**src/design/coreDefines.svh**
```systemverilog
// core width and memory macros
`ifndef CORE_DEFINES_SVH
`define CORE_DEFINES_SVH

// data and address width
`define XLEN 32

// architectural registers x0..x31
`define REG_COUNT 32

// data ram depth in words, indexed by addr[9:2]
`define DMEM_WORDS 256

// first fetch address after reset
`define RESET_PC 32'h0000_0000

`endif

```
**src/design/corePkg.sv**
```systemverilog
// core shared types
`include "coreDefines.svh"

package corePkg;

  // one data or address word
  typedef logic [`XLEN-1:0] word_t;
  // one instruction word
  typedef logic [31:0] inst_t;
  // register index
  typedef logic [$clog2(`REG_COUNT)-1:0] regIdx_t;

  // alu function select
  typedef enum logic [3:0] {
    aluAdd,
    aluSub,
    aluAnd,
    aluOr,
    aluXor,
    aluSlt,
    aluPassB
  } aluOp_t;

  // instruction class after decode
  typedef enum logic [3:0] {
    opAlu,
    opLoad,
    opStore,
    opBranch,
    opJal,
    opJalr,
    opLui,
    opAuipc,
    opEbreak,
    opIllegal
  } opClass_t;

  // load access width and extension
  typedef enum logic [1:0] {
    memWord,
    memByteSigned,
    memByteUnsigned
  } memSize_t;

  // IF/ID pipeline register
  typedef struct packed {
    logic  valid;
    word_t pc;
    inst_t inst;
  } ifId_t;

  // ID/EX pipeline register
  typedef struct packed {
    logic     valid;
    word_t    pc;
    opClass_t opClass;
    aluOp_t   aluOp;
    memSize_t memSize;
    regIdx_t  rd;
    logic     regWrite;
    logic     useImm;
    word_t    imm;
    word_t    rs1Data;
    word_t    rs2Data;
    // invert the equality test for bne
    logic     branchNe;
  } idEx_t;

  // one retired instruction as seen from outside
  typedef struct packed {
    logic    valid;
    word_t   pc;
    logic    regWrite;
    regIdx_t rd;
    word_t   rdData;
    logic    memWrite;
    word_t   memAddr;
    word_t   memData;
    logic    illegal;
  } retire_t;

endpackage

```
**src/design/fetchStage.sv**
```systemverilog
// instruction fetch stage
`timescale 1ns/1ps
`include "coreDefines.svh"

module fetchStage (
  input  logic            clk,
  input  logic            reset,
  output corePkg::word_t  fetchPc,
  input  corePkg::inst_t  fetchInst,
  input  logic            redirect,
  input  corePkg::word_t  redirectPc,
  input  logic            halted,
  output corePkg::ifId_t  ifId
);
  import corePkg::*;

  // program counter
  // redirect from EX wins over sequential fetch
  always_ff @(posedge clk) begin
    if (reset) begin
      fetchPc <= `RESET_PC;
    end else if (redirect) begin
      fetchPc <= redirectPc;
    end else if (!halted) begin
      fetchPc <= fetchPc + word_t'(4);
    end
  end

  // IF/ID valid bit
  // wrong-path fetch is dropped when EX redirects
  always_ff @(posedge clk) begin
    if (reset) begin
      ifId.valid <= 1'b0;
    end else begin
      ifId.valid <= !redirect && !halted;
    end
  end

  // IF/ID payload
  always_ff @(posedge clk) begin
    ifId.pc   <= fetchPc;
    ifId.inst <= fetchInst;
  end

  // jalr target masking in EX keeps every fetch on a word boundary
  pcAligned: assert property (@(posedge clk) disable iff (reset)
    fetchPc[1:0] == 2'b00)
    else $error("fetchPc not word aligned: %h", fetchPc);

endmodule

```
**config.mk**
```make
export PLATFORM = sky130hd
export DESIGN_NAME = fetchStage
export DESIGN_NICKNAME = d
export VERILOG_FILES = /design/src/design/corePkg.sv /design/src/design/fetchStage.sv
export VERILOG_INCLUDE_DIRS = /design/src /design/src/design
export SDC_FILE = /design/constraint.sdc
export NUM_CORES = 1
export LEC_CHECK = 0
export BUFFER_PORTS_ARGS = -buffer_cell sky130_fd_sc_hd__buf_2
export CELL_PAD_IN_SITES_DETAIL_PLACEMENT = 1
export CELL_PAD_IN_SITES_GLOBAL_PLACEMENT = 2
export CORE_UTILIZATION = 23
export DETAILED_ROUTE_END_ITERATION = 8
export PLACE_DENSITY = 0.85
export SYNTH_ARGS = -nofsm -noshare
export SYNTH_HDL_FRONTEND = slang
export SYNTH_SLANG_ARGS = --single-unit
```
**constraint.sdc**
```tcl
create_clock -name clk -period 1.8 [get_ports clk]
set_input_delay 0.18 -clock clk [delete_from_list [all_inputs] [get_ports clk]]
set_output_delay 0.18 -clock clk [all_outputs]
set_load 0.02 [all_outputs]
```
==> results of run 1 <==
## final timing paths
path                                            endpoint  cells after the start
worst min register to register          ifId[32]$_DFF_P_                      0
worst max-delay path            fetchPc[29]$_SDFFE_PP0N_                      4
worst max register to register  fetchPc[29]$_SDFFE_PP0N_                      4
worst min-delay path             fetchPc[2]$_SDFFE_PP0N_                      3
## metal layers
layer	part of all wire (%)	wire length [um]	vias up
met5	0	0	-
met4	1.8	201	0
met3	6.8	768	18
met2	50	5719	121
met1	41	4679	1542
li1	-	-	1577
## timing repair
item	in CTS	in global routing
buffers inserted	0	2
pin swaps	0	6
setup endpoints to repair	6	9
hold endpoints to repair	32	0
resized for setup	4	14
hold buffers	32	0
## layout by cell type (no fill, tap or decap), types with 6 or more instances in the layout
cell           count
nor2_1            31
dfxtp_2           16
buf_2            164
clkbuf_16          9
xnor2_1           11
nand2_1           16
a211oi_1          12
and4_1             6
inv_1              8
buf_4             43
a21oi_1            6
dfxtp_1           76
nand4_1            8
dlygate4sd3_1     32
and3_1             6
nand3_1            8
## flip-flops by register name, summed over array words and instances, names as in the netlist
name,cells
fetchPc,32
ifId,65
## power by group through the flow
stage | registers, mW | clock network, mW | logic, mW
2_1_floorplan | 2.59 | 0 | 0.128
3_3_place_gp | 2.40 | 0 | 0.643
6_report | 2.36 | 2.04 | 0.717
5_1_grt | 2.37 | 2.21 | 0.776
4_1_cts | 2.35 | 2.12 | 0.714
3_5_place_dp | 2.40 | 0 | 0.656
## through the flow
stage          cells  hold WS (ps)  TNS (ps)  instance area, um^2
2_1_floorplan    299         207.7    -38.28                 3254
3_3_place_gp     667         282.0         0                 4568
3_5_place_dp     667         284.2    -231.6                 4568
4_1_cts          715         60.27         0                 5226
5_1_grt          718         73.64    -35.09                 5291
6_report         718         76.99         0                 5291
## logic make-up after synthesis
kind of cell,count (synthesis),synth area share [%]
flops,97,60.60
compound gates,46,10.97
mux,3,0.9372
buf+inv,23,2.773
xor+xnor,13,3.553
simple gates,116,20.77
fa+ha+maj,1,0.3904
## critical path, cell delays in order, from the launching register on
cell and delay, ps:
dfxtp_2 340, nand4_1 190, or4_4 540, or4b_1 480
o2111a_1 130
## area by class of cell
| type | instances | area (um^2) | share of cell area, % |
|---|---|---|---|
| Antenna cell | 1 | 2.502 | 0.04729 |
| Timing Repair Buffer | 240 | 1484 | 28.04 |
| Inverter | 9 | 33.78 | 0.6384 |
| Clock buffer | 9 | 225.2 | 4.256 |
| Tap cell | 176 | 220.2 | 4.162 |
| Sequential cell | 97 | 1981 | 37.43 |
| Multi-Input combinational cell | 179 | 1250 | 23.62 |
| Clock inverter | 7 | 95.09 | 1.797 |
==> impl_metrics.py, run 1 <==
metrics = {
    "power": {
        "internal_power_mw": 3.715,
        "irDropWorstVdd_v": 0.0004796,
        "clockPowerShare_pct": 39.9,
        "p_total_mw": 5.117,
        "comb_power_share_pct": 14.0,
        "leakage_nw": 2.392,
        "p_sw_share_pct": 27.38,
        "p_sw_mw": 1.401,
        "power_frac_seq_pct": 46.0,
        "power.density_mw_per_mm2": 967.0,
    },
    "synthesis": {
        "synth.most_common_cell": "dfxtp_1",
        "synth_top_area_share_pct": 60.60,
        "synth_area_leaders": "dfxtp_1 (61%), nor2_1 (3.6%), xnor2_1 (3.0%)",
        "synth_cells": 299,
        "yosysWarnings": 0,
        "synth_edf_count": 0,
        "synthesis.area_mm2": 0.003204,
        "synth_flop_cell": "dfxtp_1",
        "yosysTopAreaCell": "dfxtp_1",
        "synthArstFlopShare_pct": 0,
        "syn_nets": 368,
        "syn_area_per_cell_um2": 10.72,
        "synth_common_cells": "dfxtp_1 (97), nor2_1 (31), nand2_1 (16)",
        "ys_types": 43,
        "synth.ff_latch_count": 97,
        "yosysSeqAreaShare_pct": 60.60,
    },
    "floorplan": {
        "initial_utilization_pct": 23.91,
        "die_width_um": 120.0,
        "die_h_um": 120.0,
        "core.rowCount": 42,
        "ioPinCount": 165,
        "core_mm2": 0.01340,
        "die-area_mm2": 0.01441,
    },
    "global_routing": {
        "globalRouteMet2Util_pct": 29.27,
        "gr-total-overflow": 0,
        "grt-busiest-layer": "met2",
        "grt.total_usage_pct": 15.93,
        "use_met3_pct": 5.371,
        "grt_pass1_wl_um": 17570,
        "grtUsageMet1_pct": 16.87,
        "grt_max_degree": 31,
        "antenna_found_initial": 1,
        "grt_pass1_vias": 3487,
    },
    "critical_path": {
        "critPathMaxFanout": 2,
        "crit_start": "fetchPc[19]$_SDFFE_PP0N_",
        "cp.arrival_ps": 2020,
        "worstPathRequired_ps": 2040,
        "critPathLaunchType": "flop",
        "reg2reg_slack_ps": 20,
        "path_class": "flop to flop",
        "r2r_start": "fetchPc[19]$_SDFFE_PP0N_",
        "endpoint_kind": "flop",
    },
    "cts": {
        "cts-buffers-inserted": 9,
        "cts_buffer_depth": 2,
        "cts_sinks": 97,
        "clock_latency_ps": 350,
        "cts_root_buf": "clkbuf_16",
        "htree_num_levels": 3,
        "cts_tree": "yes",
        "cts.reportedPaths.clkPinSlew_ps": 80,
    },
    "timing": {
        "final.period_utilization_pct": 98.74,
        "clock.fmax_ghz": 0.5626,
        "drv_slew": 0,
        "finalCriticalPeriod_ps": 1777,
        "finalHoldViolCount": 0,
        "tightest_slew_ps": 517.6,
        "clock_skew_ps": 9.404,
        "finalWorstSetupSlack_ps": 22.69,
        "setup_viol": 0,
        "worst_slew_margin_rel_pct": 65.23,
    },
    "hold_path": {
        "hp-start": "redirectPc[2]",
        "holdCritPathClass": "input port to flop",
    },
    "placement": {
        "hpwl_um": 8342,
        "port_buffers": 164,
        "dp_slack_ps": -67.90,
        "gp_congestion": 0.8203,
    },
    "final_layout": {
        "area_growth_pct": 65.13,
        "final_nets": 605,
        "fin_util_pct": 39.49,
        "drive_gt1_share_pct": 48.61,
        "fill_cells": 1538,
    },
    "routing": {
        "antenna_left": 0,
        "drt_pre_antenna_iters": 4,
        "via_count": 3258,
        "drt-wirelength-per-cell_um": 15.83,
        "drt-vias-per-instance": 4.538,
        "drt-initial-drc-count": 74,
        "routed_wl_um": 11370,
        "drc": 0,
    },
    "job": {
        "cap_viol_max_count": 0,
    },
    "run_status": {
        "status": "finished, final reports clean",
    },
}
Note: power is estimated with default switching activity, not from simulation.
==> run 2: changes to the inputs <==
--- a/config.mk
+++ b/config.mk
@@ -11,7 +11,7 @@
 export CELL_PAD_IN_SITES_GLOBAL_PLACEMENT = 2
 export CORE_UTILIZATION = 23
 export DETAILED_ROUTE_END_ITERATION = 8
-export PLACE_DENSITY = 0.85
+export PLACE_DENSITY_LB_ADDON = 0.1
 export SYNTH_ARGS = -nofsm -noshare
 export SYNTH_HDL_FRONTEND = slang
 export SYNTH_SLANG_ARGS = --single-unit
==> run 2 against run 1 <==
Via count is 1.2% lower. Count of clock-buffer cells in the layout stayed put. Clock skew is 3.5 ps lower. Worst hold slack better by 1.8 ps. Register-to-register slack hardly changed. First-iteration DRC count is 54% higher. Highest routed layer unchanged. Largest power group unchanged. Non-clock buffer count is 9 higher. Sequential power hardly changed. Sequential share of layout area is 0.46 points lower. Global-route usage is 0.28 points higher.
==> impl_metrics.py, run 2 (same netlist as run 1, synthesis figures left out) <==
metrics = {
    "floorplan": {
        "die_width_um": 120.0,
        "core.rowCount": 42,
        "core_mm2": 0.01340,
        "ioPinCount": 165,
        "die_h_um": 120.0,
        "initial_utilization_pct": 23.91,
        "die-area_mm2": 0.01441,
    },
    "power": {
        "comb_power_share_pct": 14.3,
        "clockPowerShare_pct": 39.7,
        "p_total_mw": 5.106,
        "leakage_nw": 2.447,
        "p_sw_share_pct": 27.17,
        "power.density_mw_per_mm2": 953.0,
        "internal_power_mw": 3.718,
        "irDropWorstVdd_v": 0.0005483,
        "p_sw_mw": 1.387,
        "power_frac_seq_pct": 45.9,
    },
    "global_routing": {
        "grt_max_degree": 20,
        "grt_pass1_wl_um": 17710,
        "grt_pass1_vias": 3347,
        "gr-total-overflow": 0,
        "antenna_found_initial": 0,
        "grt.total_usage_pct": 16.21,
    },
    "critical_path": {
        "path_class": "flop to flop",
        "ff2ff_path_depth": 4,
        "reg2reg_to": "fetchPc[29]$_SDFFE_PP0N_",
        "endpoint_kind": "flop",
        "critPathMaxFanout": 3,
        "r2r_start": "fetchPc[10]$_SDFFE_PP0N_",
        "worstPathRequired_ps": 2040,
        "reg2reg_slack_ps": 30,
        "critPathLaunchType": "flop",
        "crit_end": "fetchPc[29]$_SDFFE_PP0N_",
        "cp.arrival_ps": 2010,
        "crit_start": "fetchPc[10]$_SDFFE_PP0N_",
    },
    "cts": {
        "cts_tree": "yes",
        "cts_buffer_depth": 2,
        "htree_num_levels": 3,
        "cts_root_buf": "clkbuf_16",
        "cts-buffers-inserted": 9,
        "cts_sinks": 97,
        "clock_latency_ps": 350,
        "cts.reportedPaths.clkPinSlew_ps": 70,
    },
    "routing": {
        "antenna_left": 0,
        "routed_wl_um": 11410,
        "drt-initial-drc-count": 114,
        "drc": 0,
        "drt-wirelength-per-cell_um": 15.71,
        "drt-vias-per-instance": 4.433,
        "via_count": 3218,
        "drt_pre_antenna_iters": 4,
    },
    "final_layout": {
        "final_nets": 614,
        "fill_cells": 1552,
        "final_cells": 726,
        "drive_gt1_share_pct": 49.45,
        "most-common-layout-cells": "buf_2 (164), dfxtp_1 (76), buf_4 (52)",
        "regMostFlops": "ifId",
        "top_regs": "ifId x65, fetchPc x32",
        "multi_input_area_mm2": 0.001262,
        "largest_register_ffs": 65,
        "area_growth_pct": 67.20,
        "mostFrequentLayoutCell": "buf_2",
        "diodes": 0,
        "seq_area_mm2": 0.001981,
    },
    "timing": {
        "clock_skew_ps": 5.878,
        "finalHoldViolCount": 0,
        "clock.fmax_ghz": 0.5634,
        "drv_slew": 0,
        "finalCriticalPeriod_ps": 1775,
        "tightest_slew_ps": 495.8,
        "final.period_utilization_pct": 98.61,
        "worst_slew_margin_rel_pct": 66.69,
        "rsz0062_at_grt": "yes",
        "setup_viol": 0,
    },
    "run_status": {
        "status": "finished, final reports clean",
    },
    "placement": {
        "gp_congestion": 0.7521,
        "hpwl_um": 8499,
        "dp_cells": 677,
        "port_buffers": 164,
    },
    "job": {
        "cap_viol_max_count": 0,
    },
    "hold_path": {
        "holdCritPathClass": "input port to flop",
    },
}
-- run 2: stage by stage --
stage / hold slack (ps) / utilization [%] / area, um^2 / worst slack [ps] / TNS, ps
after CTS: 63.26 / 39.51 / 5295 / -38.32 / -38.32
after detailed placement: 284.2 / 34.56 / 4631 / -139.8 / -207.9
final: 78.79 / 39.98 / 5358 / 25.05 / 0
after floorplan: 207.7 / - / 3254 / -38.28 / -38.28
after global placement: 283.1 / 34.56 / 4631 / -132.0 / -132.0
after global routing: 88.12 / 39.98 / 5358 / -35.15 / -61.01
-- run 2: how the worst min path moves through the flow --
stage | startpoint | endpoint | slack [ps] | cells past startpoint
after floorplan | fetchInst[0] | ifId[0]$_DFF_P_ | 210 | 0
after global placement | fetchInst[21] | ifId[21]$_DFF_P_ | 280 | 1
after detailed placement | fetchInst[28] | ifId[28]$_DFF_P_ | 280 | 1
after CTS | redirectPc[2] | fetchPc[2]$_SDFFE_PP0N_ | 60 | 3
after global routing | redirectPc[16] | fetchPc[16]$_SDFFE_PP0N_ | 90 | 3
final | redirectPc[1] | fetchPc[1]$_SDFFE_PP0P_ | 80 | 3
-- run 2: timing repair --
action                                  in CTS  in global routing
gates cloned                                 0                  0
pin swaps                                    0                  8
hold endpoints to repair                    32                  0
resized for setup                            7                 16
setup buffers                                0                  1
hold buffers                                32                  0
endpoints found under the setup margin       7                 11
-- run 2: area by class of cell --
class	instances	share of cell area, %
timing repair buffer	249	28.79
multi-input combinational	179	23.56
clock inverter	7	1.728
inverter	9	0.6305
clock buffer	9	4.204
tap	176	4.110
sequential	97	36.97
-- run 2: worst max-delay path, cell delays in order, from the launching register on --
cell and delay (ps):
dfxtp_4 350, nand4_1 140, or4_4 550, or4b_4 490, o2111a_1 140
-- run 2: layer usage --
| layer | wire (um) | GRT usage, % | vias up |
|---|---|---|---|
| met5 | 0 | 0 | - |
| met3 | 746 | 4.658 | 11 |
| met2 | 5524 | 27.87 | 111 |
| met4 | 147 | 5.156 | 0 |
| li1 | - | - | 1590 |
| met1 | 4989 | 19.26 | 1506 |
-- run 2: power groups by stage --
stage	clock network, mW	registers [mW]	logic, mW
2_1_floorplan	0	2.59	0.128
3_3_place_gp	0	2.39	0.670
3_5_place_dp	0	2.39	0.675
4_1_cts	2.12	2.34	0.733
5_1_grt	2.21	2.36	0.791
6_report	2.03	2.35	0.731
