File: src/design/coreDefines.svh
// core width and memory macros
`ifndef CORE_DEFINES_SVH
`define CORE_DEFINES_SVH

// data and address width
`define XLEN 32

// architectural registers x0..x31
`define REG_COUNT 32

// data ram depth in words, indexed by addr[9:2]
`define DMEM_WORDS 256

// first fetch address after reset
`define RESET_PC 32'h0000_0000

`endif

File: src/design/corePkg.sv
// core shared types
`include "coreDefines.svh"

package corePkg;

  // one data or address word
  typedef logic [`XLEN-1:0] word_t;
  // one instruction word
  typedef logic [31:0] inst_t;
  // register index
  typedef logic [$clog2(`REG_COUNT)-1:0] regIdx_t;

  // alu function select
  typedef enum logic [3:0] {
    aluAdd,
    aluSub,
    aluAnd,
    aluOr,
    aluXor,
    aluSlt,
    aluPassB
  } aluOp_t;

  // instruction class after decode
  typedef enum logic [3:0] {
    opAlu,
    opLoad,
    opStore,
    opBranch,
    opJal,
    opJalr,
    opLui,
    opAuipc,
    opEbreak,
    opIllegal
  } opClass_t;

  // load access width and extension
  typedef enum logic [1:0] {
    memWord,
    memByteSigned,
    memByteUnsigned
  } memSize_t;

  // IF/ID pipeline register
  typedef struct packed {
    logic  valid;
    word_t pc;
    inst_t inst;
  } ifId_t;

  // ID/EX pipeline register
  typedef struct packed {
    logic     valid;
    word_t    pc;
    opClass_t opClass;
    aluOp_t   aluOp;
    memSize_t memSize;
    regIdx_t  rd;
    logic     regWrite;
    logic     useImm;
    word_t    imm;
    word_t    rs1Data;
    word_t    rs2Data;
    // invert the equality test for bne
    logic     branchNe;
  } idEx_t;

  // one retired instruction as seen from outside
  typedef struct packed {
    logic    valid;
    word_t   pc;
    logic    regWrite;
    regIdx_t rd;
    word_t   rdData;
    logic    memWrite;
    word_t   memAddr;
    word_t   memData;
    logic    illegal;
  } retire_t;

endpackage

File: src/design/decodeStage.sv
// instruction decode stage
`timescale 1ns/1ps

module decodeStage (
  input  logic             clk,
  input  logic             reset,
  input  corePkg::ifId_t   ifId,
  input  logic             redirect,
  input  logic             halted,
  input  logic             wbWrite,
  input  corePkg::regIdx_t wbRd,
  input  corePkg::word_t   wbData,
  output corePkg::idEx_t   idEx
);
  import corePkg::*;

  // major opcodes of the subset
  localparam logic [6:0] opcodeReg    = 7'b0110011;
  localparam logic [6:0] opcodeImm    = 7'b0010011;
  localparam logic [6:0] opcodeLoad   = 7'b0000011;
  localparam logic [6:0] opcodeStore  = 7'b0100011;
  localparam logic [6:0] opcodeBranch = 7'b1100011;
  localparam logic [6:0] opcodeJal    = 7'b1101111;
  localparam logic [6:0] opcodeJalr   = 7'b1100111;
  localparam logic [6:0] opcodeLui    = 7'b0110111;
  localparam logic [6:0] opcodeAuipc  = 7'b0010111;
  localparam logic [6:0] opcodeSystem = 7'b1110011;
  // only ebreak is accepted from the system opcode
  localparam inst_t ebreakInst = 32'h0010_0073;

  inst_t    inst;
  logic [6:0] opcode;
  logic [2:0] funct3;
  logic [6:0] funct7;
  regIdx_t  rdIdx;
  regIdx_t  rs1Idx;
  regIdx_t  rs2Idx;
  word_t    immI;
  word_t    immS;
  word_t    immB;
  word_t    immU;
  word_t    immJ;
  opClass_t opClass;
  aluOp_t   aluOp;
  memSize_t memSize;
  logic     useImm;
  logic     branchNe;
  word_t    imm;
  logic     writesRd;
  word_t    rs1Data;
  word_t    rs2Data;

  // field split
  assign inst   = ifId.inst;
  assign opcode = inst[6:0];
  assign rdIdx  = inst[11:7];
  assign funct3 = inst[14:12];
  assign rs1Idx = inst[19:15];
  assign rs2Idx = inst[24:20];
  assign funct7 = inst[31:25];

  // sign-extended immediates per format
  assign immI = {{20{inst[31]}}, inst[31:20]};
  assign immS = {{20{inst[31]}}, inst[31:25], inst[11:7]};
  assign immB = {{19{inst[31]}}, inst[31], inst[7], inst[30:25], inst[11:8], 1'b0};
  assign immU = {inst[31:12], 12'b0};
  assign immJ = {{11{inst[31]}}, inst[31], inst[19:12], inst[20], inst[30:21], 1'b0};

  // classify opcode and function fields
  // anything not matched below stays illegal
  always_comb begin
    opClass  = opIllegal;
    aluOp    = aluAdd;
    memSize  = memWord;
    useImm   = 1'b1;
    imm      = immI;
    branchNe = 1'b0;
    case (opcode)
      opcodeReg: begin
        useImm = 1'b0;
        if (funct7 == 7'b0000000) begin
          opClass = opAlu;
          case (funct3)
            3'b000:  aluOp = aluAdd;
            3'b010:  aluOp = aluSlt;
            3'b100:  aluOp = aluXor;
            3'b110:  aluOp = aluOr;
            3'b111:  aluOp = aluAnd;
            default: opClass = opIllegal;
          endcase
        end else if (funct7 == 7'b0100000 && funct3 == 3'b000) begin
          opClass = opAlu;
          aluOp   = aluSub;
        end
      end
      // addi only
      opcodeImm: begin
        if (funct3 == 3'b000) begin
          opClass = opAlu;
        end
      end
      // address is rs1 + immI
      opcodeLoad: begin
        case (funct3)
          3'b010: begin
            opClass = opLoad;
            memSize = memWord;
          end
          3'b000: begin
            opClass = opLoad;
            memSize = memByteSigned;
          end
          3'b100: begin
            opClass = opLoad;
            memSize = memByteUnsigned;
          end
          default: opClass = opIllegal;
        endcase
      end
      opcodeStore: begin
        imm = immS;
        if (funct3 == 3'b010) begin
          opClass = opStore;
        end
      end
      // compare by subtraction, zero result means equal
      opcodeBranch: begin
        imm    = immB;
        useImm = 1'b0;
        aluOp  = aluSub;
        if (funct3 == 3'b000) begin
          opClass = opBranch;
        end else if (funct3 == 3'b001) begin
          opClass  = opBranch;
          branchNe = 1'b1;
        end
      end
      opcodeJal: begin
        imm     = immJ;
        opClass = opJal;
      end
      // target is rs1 + immI through the alu
      opcodeJalr: begin
        if (funct3 == 3'b000) begin
          opClass = opJalr;
        end
      end
      opcodeLui: begin
        imm     = immU;
        aluOp   = aluPassB;
        opClass = opLui;
      end
      opcodeAuipc: begin
        imm     = immU;
        opClass = opAuipc;
      end
      opcodeSystem: begin
        if (inst == ebreakInst) begin
          opClass = opEbreak;
        end
      end
      default: opClass = opIllegal;
    endcase
  end

  // classes that produce a register result
  assign writesRd = opClass inside {opAlu, opLoad, opJal, opJalr, opLui, opAuipc};

  // register file with write-first bypass from EX
  registerFile i_registerFile (
    .clk     (clk),
    .rs1     (rs1Idx),
    .rs2     (rs2Idx),
    .rs1Data (rs1Data),
    .rs2Data (rs2Data),
    .wbWrite (wbWrite),
    .wbRd    (wbRd),
    .wbData  (wbData)
  );

  // ID/EX valid bit, squashed by redirect or halt
  always_ff @(posedge clk) begin
    if (reset) begin
      idEx.valid <= 1'b0;
    end else begin
      idEx.valid <= ifId.valid && !redirect && !halted;
    end
  end

  // ID/EX payload
  always_ff @(posedge clk) begin
    idEx.pc       <= ifId.pc;
    idEx.opClass  <= opClass;
    idEx.aluOp    <= aluOp;
    idEx.memSize  <= memSize;
    idEx.rd       <= rdIdx;
    // x0 writes are dropped here
    idEx.regWrite <= writesRd && (rdIdx != '0);
    idEx.useImm   <= useImm;
    idEx.imm      <= imm;
    idEx.rs1Data  <= rs1Data;
    idEx.rs2Data  <= rs2Data;
    idEx.branchNe <= branchNe;
  end

  // an illegal word in EX must not write the register file
  illegalNoWrite: assert property (@(posedge clk) disable iff (reset)
    idEx.valid && idEx.opClass == opIllegal |-> !wbWrite)
    else $error("illegal instruction at %h writes a register", idEx.pc);

endmodule

File: src/design/registerFile.sv
// integer register file
`timescale 1ns/1ps
`include "coreDefines.svh"

module registerFile (
  input  logic             clk,
  input  corePkg::regIdx_t rs1,
  input  corePkg::regIdx_t rs2,
  output corePkg::word_t   rs1Data,
  output corePkg::word_t   rs2Data,
  input  logic             wbWrite,
  input  corePkg::regIdx_t wbRd,
  input  corePkg::word_t   wbData
);
  import corePkg::*;

  word_t regs [`REG_COUNT];

  // power-up contents are zero
  initial begin
    for (int i = 0; i < `REG_COUNT; i++) begin
      regs[i] = '0;
    end
  end

  // single write port, x0 never written
  always_ff @(posedge clk) begin
    if (wbWrite && wbRd != '0) begin
      regs[wbRd] <= wbData;
    end
  end

  // read with bypass of the value being written this cycle
  always_comb begin
    if (rs1 == '0) begin
      rs1Data = '0;
    end else if (wbWrite && wbRd == rs1) begin
      rs1Data = wbData;
    end else begin
      rs1Data = regs[rs1];
    end
  end

  always_comb begin
    if (rs2 == '0) begin
      rs2Data = '0;
    end else if (wbWrite && wbRd == rs2) begin
      rs2Data = wbData;
    end else begin
      rs2Data = regs[rs2];
    end
  end

endmodule

File: config.mk
export PLATFORM = sky130hd
export DESIGN_NAME = decodeStage
export DESIGN_NICKNAME = d
export VERILOG_FILES = /design/src/design/corePkg.sv /design/src/design/decodeStage.sv /design/src/design/registerFile.sv
export VERILOG_INCLUDE_DIRS = /design/src /design/src/design
export SDC_FILE = /design/constraint.sdc
export NUM_CORES = 2
export LEC_CHECK = 0
export BUFFER_PORTS_ARGS = -buffer_cell sky130_fd_sc_hd__buf_2
export CAP_MARGIN = 20
export CORE_MARGIN = 1
export CORE_UTILIZATION = 55
export CTS_BUF_LIST = sky130_fd_sc_hd__clkbuf_8
export DETAILED_ROUTE_END_ITERATION = 7
export PLACE_DENSITY = 0.75
export SLEW_MARGIN = 10
export SYNTH_ARGS = -nofsm -noshare
export SYNTH_HDL_FRONTEND = slang
export SYNTH_HIERARCHICAL = 1
export SYNTH_SLANG_ARGS = --single-unit
File: constraint.sdc
create_clock -name clk -period 3.2 [get_ports clk]
set_clock_uncertainty 0.2 [all_clocks]
set_input_delay 0.16 -clock clk [delete_from_list [all_inputs] [get_ports clk]]
set_output_delay 0.16 -clock clk [all_outputs]
set_load 0.02 [all_outputs]
==> impl_results.html <==
<table>
<tr><th>Metric</th><th>Value</th></tr>
<tr><th colspan="2">Run status</th></tr>
<tr><td>Status</td><td>complete, no violations</td></tr>
<tr><th colspan="2">Worst hold path</th></tr>
<tr><td>Class of the tightest hold or removal check</td><td>in -&gt; reg</td></tr>
<tr><td>Hold Crit Depth</td><td>4</td></tr>
<tr><th colspan="2">Placement</th></tr>
<tr><td>Post-place instance area</td><td>55500 um2</td></tr>
<tr><td>I/O Buffers</td><td>between 200 and 300</td></tr>
<tr><td>Total half-perimeter wirelength after legalization and detailed placement</td><td>92.5 mm</td></tr>
<tr><td>Placer congestion estimate</td><td>between 0.8 and 0.9</td></tr>
<tr><th colspan="2">Setup path</th></tr>
<tr><td>Setup slack of the most critical reg-to-reg path</td><td>0.61 ns</td></tr>
<tr><td>Setup CP Type</td><td>in -&gt; reg</td></tr>
<tr><td>Data required, critical path</td><td>~3.8 ns</td></tr>
<tr><td>Origin of the critical flop-to-flop path</td><td>i_registerFile/regs[15][7]</td></tr>
<tr><td>Critical path startpoint category</td><td>input pin</td></tr>
<tr><td>Crit path DAT</td><td>3.79 ns</td></tr>
<tr><td>CP Capture Point</td><td>idEx[8]</td></tr>
<tr><td>Start point of the critical path</td><td>ifId[24]</td></tr>
<tr><td>Endpoint of the most critical register-to-register path</td><td>idEx[40]</td></tr>
<tr><td>Crit. End Element</td><td>register</td></tr>
<tr><td>Worst r2r path cells</td><td>5</td></tr>
<tr><td>Critical path fanouts, max</td><td>17</td></tr>
<tr><th colspan="2">Cells and area</th></tr>
<tr><td>Layout Area Growth over Synthesis</td><td>18.0%</td></tr>
<tr><td>Share of cells above drive strength 1</td><td>0.332</td></tr>
<tr><td>Net count reported at finish</td><td>3510</td></tr>
<tr><td>Number of filler instances in the final layout</td><td>6187</td></tr>
<tr><td>Final standard cell area without fillers</td><td>61000 um2</td></tr>
<tr><th colspan="2">Drt</th></tr>
<tr><td>Routed Antenna Nets</td><td>0</td></tr>
<tr><td>Final WL</td><td>roughly 160 mm</td></tr>
<tr><td>Overall via count from detail_route</td><td>33600</td></tr>
<tr><td>Number of optimization iterations in the first detailed-route pass</td><td>6</td></tr>
<tr><td>Routed wl met2</td><td>between 70 and 80 mm</td></tr>
<tr><td>Post-DR vias/cell</td><td>6.98</td></tr>
<tr><td>Uppermost signal routing layer after detailed routing</td><td>met5</td></tr>
<tr><td>Number of DRC markers after the initial detailed-route iteration</td><td>~5600</td></tr>
<tr><td>DRC</td><td>0</td></tr>
<tr><td>Wire length the detailed router placed on met1</td><td>55.7 mm</td></tr>
<tr><td>Detailed route wirelength on metal3</td><td>20.4 mm</td></tr>
<tr><td>Final routed wire length divided by cell count</td><td>33.7 um</td></tr>
<tr><th colspan="2">STA</th></tr>
<tr><td>Portion of the clock cycle consumed by the worst path in the final layout</td><td>0.997</td></tr>
<tr><td>Worst slew pin tran</td><td>1.17 ns</td></tr>
<tr><td>Final Hold Viols</td><td>0</td></tr>
<tr><td>Endpoints failing setup</td><td>0</td></tr>
<tr><td>Normalized max-slew margin</td><td>0.220</td></tr>
<tr><td>Total negative setup slack</td><td>0 ns</td></tr>
<tr><td>Worst Hold Margin</td><td>0.0906 ns</td></tr>
<tr><td>Max Clk Rate</td><td>0.314 GHz</td></tr>
<tr><td>Time the final worst path needs with I/O delays and setup</td><td>3.19 ns</td></tr>
<tr><td>Number of pins with negative max-slew slack in the final report</td><td>0</td></tr>
<tr><th colspan="2">Power and ir drop</th></tr>
<tr><td>Relative contribution of sequential cells to total power</td><td>0.520</td></tr>
<tr><td>Static power due to leakage</td><td>21.2 nW</td></tr>
<tr><td>Clock network fraction of design power</td><td>0.381</td></tr>
<tr><td>Switching power summed over all nets</td><td>8.07 mW</td></tr>
<tr><td>Sw frac</td><td>0.245</td></tr>
<tr><td>Power Density</td><td>540 nW/um2</td></tr>
<tr><td>Internal power contribution</td><td>about 25 mW</td></tr>
<tr><td>Relative contribution of combinational cells to total power</td><td>0.099</td></tr>
<tr><td>Maximum vdd ir drop</td><td>0.410 mV</td></tr>
<tr><td>Total power consumption of the routed design</td><td>33.0 mW</td></tr>
<tr><th colspan="2">Clock tree</th></tr>
<tr><td>Clock root buffer master</td><td>sky130_fd_sc_hd__clkbuf_8</td></tr>
<tr><td>TritonCTS clock tree</td><td>yes</td></tr>
<tr><td>Post-CTS Setup Bufs</td><td>0</td></tr>
<tr><td>Max Root-Sink Buffers</td><td>3</td></tr>
<tr><td>CTS H-Tree Depth</td><td>4</td></tr>
<tr><td>CTS clock-pin slew for the worst setup and hold paths</td><td>0.06 ns</td></tr>
<tr><td>Sinks on Clock Net</td><td>1170</td></tr>
<tr><td>Number of clock buffers inserted by TritonCTS</td><td>184</td></tr>
<tr><td>Insertion delay to the later sink of the worst-skew pair</td><td>roughly 0.86 ns</td></tr>
<tr><th colspan="2">Synthesis</th></tr>
<tr><td>Proportion of synthesized chip area in sequential cells</td><td>0.651</td></tr>
<tr><td>Synth area leaders</td><td>sky130_fd_sc_hd__edfxtp_1 (59%), sky130_fd_sc_hd__mux4_2 (18%), sky130_fd_sc_hd__dfxtp_1 (5.7%)</td></tr>
<tr><td>Number of synthesized flops with an enable pin</td><td>1024</td></tr>
<tr><td>Share of flip-flops with an asynchronous set or reset after synthesis</td><td>0</td></tr>
<tr><td>Main flop type after synthesis</td><td>sky130_fd_sc_hd__edfxtp_1</td></tr>
<tr><td>Post-synthesis instance total</td><td>2802</td></tr>
<tr><td>Dominant cell type by area after synthesis</td><td>sky130_fd_sc_hd__edfxtp_1</td></tr>
<tr><td>Number of synthesized register bits</td><td>1170</td></tr>
<tr><td>Area fraction of the dominant cell type after synthesis</td><td>0.595</td></tr>
<tr><td>Distinct cell type count of the synthesized netlist</td><td>about 80</td></tr>
<tr><td>Cell Area, Synth</td><td>51700 um2</td></tr>
<tr><td>Average instance area after synthesis</td><td>around 18 um2</td></tr>
<tr><td>Number of warnings reported in the yosys synthesis log</td><td>6</td></tr>
<tr><th colspan="2">Floorplanning</th></tr>
<tr><td>Initial Util</td><td>0.555</td></tr>
<tr><td>Die Height</td><td>309 um</td></tr>
<tr><td>Core region area</td><td>93200 um2</td></tr>
<tr><td>Chip width</td><td>309 um</td></tr>
<tr><td>Total number of placement rows</td><td>112</td></tr>
<tr><td>I/O pin total</td><td>approximately 250</td></tr>
<tr><td>Total die area</td><td>95200 um2</td></tr>
<tr><th colspan="2">Global route</th></tr>
<tr><td>First-pass GRT wire length</td><td>232 mm</td></tr>
<tr><td>Via count of the first global-routing pass</td><td>34100</td></tr>
<tr><td>Number of antenna violations at the first check in global routing</td><td>6</td></tr>
<tr><td>Maximum number of pins on one net before global-route repair</td><td>65</td></tr>
<tr><td>Total global routing overflow</td><td>0</td></tr>
<tr><td>Overall global routing resource usage</td><td>0.344</td></tr>
<tr><th colspan="2">Flow run</th></tr>
<tr><td>Maximum Capacitance Violations</td><td>0</td></tr>
</table>
[synthesized netlist by cell type, drive strengths merged, types with 8 or more instances]
library cell,count
nand4,10
nand2,67
a211oi,20
mux2,30
o221ai,30
a21oi,45
nand3b,13
xnor2,11
o21ai,43
a22oi,82
dfxtp,146
clkbuf,84
nor2b,26
buf,139
nand3,11
o31ai,11
mux2i,212
edfxtp,1024
mux4,417
a2111oi,26
nor2,86
a22o,53
a221oi,28
nor3,12
or3b,8
o22ai,43
a21o,32
[flip-flops by register name, summed over array words and instances, names as in the netlist]
name,count
idEx,146
i_registerFile/regs,1024
[kinds of logic (layout without fill, tap and decap cells)]
kind of cell           after synthesis  after routing  share of synthesized area
flip-flops                        1170           1170                      0.651
AO/OA/AOI/OAI                      461            461                     0.0662
other                                2             38                   0.000145
buffers and inverters              229            951                     0.0244
XOR/XNOR                            12             12                    0.00203
multiplexers                       659            659                      0.229
AND/OR/NAND/NOR                    269            269                     0.0267
[layout make-up]
class	instances	area, um2	share of cell area
timing repair buffer	607	4880	0.0800
sequential	1170	33700	0.552
multi-input combinational	1434	17200	0.282
antenna	5	12.5	0.000205
tap	1254	1570	0.0257
inverter	6	22.5	0.000369
clock buffer	206	2840	0.0465
clock inverter	132	811	0.0133
[stage by stage]
stage / util / worst slack (ns) / cells
final: 0.654 / 0.0107 / 4814
after global routing: 0.654 / -0.0236 / 4811
after floorplan: - / 0.263 / 2833
after global placement: 0.596 / 0.422 / 4289
after CTS: 0.654 / 0.0767 / 4809
after detailed placement: 0.596 / 0.355 / 4289
[metal layers]
layer	GRT usage	up-vias
met3	0.0742	618
li1	-	13100
met5	0	-
met1	0.454	17100
met2	0.545	2825
met4	0.174	4
[how the worst min path moves through the flow]
| stage | from | endpoint |
|---|---|---|
| 6_report | ifId[3] | idEx[112] |
| 5_1_grt | ifId[14] | idEx[105] |
| 4_1_cts | ifId[14] | idEx[105] |
| 3_5_place_dp | ifId[39] | idEx[121] |
| 3_3_place_gp | ifId[61] | idEx[143] |
| 2_1_floorplan | ifId[8] | idEx[100] |
[cell usage in the layout (no fill, tap or decap), types with 67 or more instances in the layout]
cell                               n
sky130_fd_sc_hd__clkbuf_8        207
sky130_fd_sc_hd__mux2i_1         212
sky130_fd_sc_hd__buf_2           245
sky130_fd_sc_hd__dfxtp_1         146
sky130_fd_sc_hd__mux4_2          417
sky130_fd_sc_hd__a22oi_1          82
sky130_fd_sc_hd__edfxtp_1       1024
sky130_fd_sc_hd__buf_4           138
sky130_fd_sc_hd__dlygate4sd3_1   182
sky130_fd_sc_hd__nand2_1          67
sky130_fd_sc_hd__inv_1            71
[worst max-delay path, cell delays in order]
cell and delay, ns:
sky130_fd_sc_hd__dlygate4sd3_1 0.54, sky130_fd_sc_hd__clkbuf_4 0.33, sky130_fd_sc_hd__xnor2_1 0.16, sky130_fd_sc_hd__nand2_1 0.14
sky130_fd_sc_hd__dlygate4sd3_1 0.63, sky130_fd_sc_hd__nor3_4 0.17, sky130_fd_sc_hd__dlygate4sd3_1 0.65, sky130_fd_sc_hd__buf_12 0.26
sky130_fd_sc_hd__nand2_1 0.08, sky130_fd_sc_hd__nand3_1 0.10, sky130_fd_sc_hd__dlygate4sd3_1 0.55
[timing repair]
item	CTS	global route
resized for setup	0	4
hold buffers	182	0
endpoints found under the setup margin	0	6
hold endpoints to repair	1211	0
[power by group through the flow]
stage	Combinational [mW]	Clock [mW]	Sequential, mW
floorplan	1.65	0	17.6
global placement	2.95	0	17.4
detailed placement	3.00	0	17.5
CTS	3.19	12.7	17.1
global route	3.39	13.3	17.2
finish	3.26	12.6	17.1
Note: power is estimated with default switching activity, not from simulation.
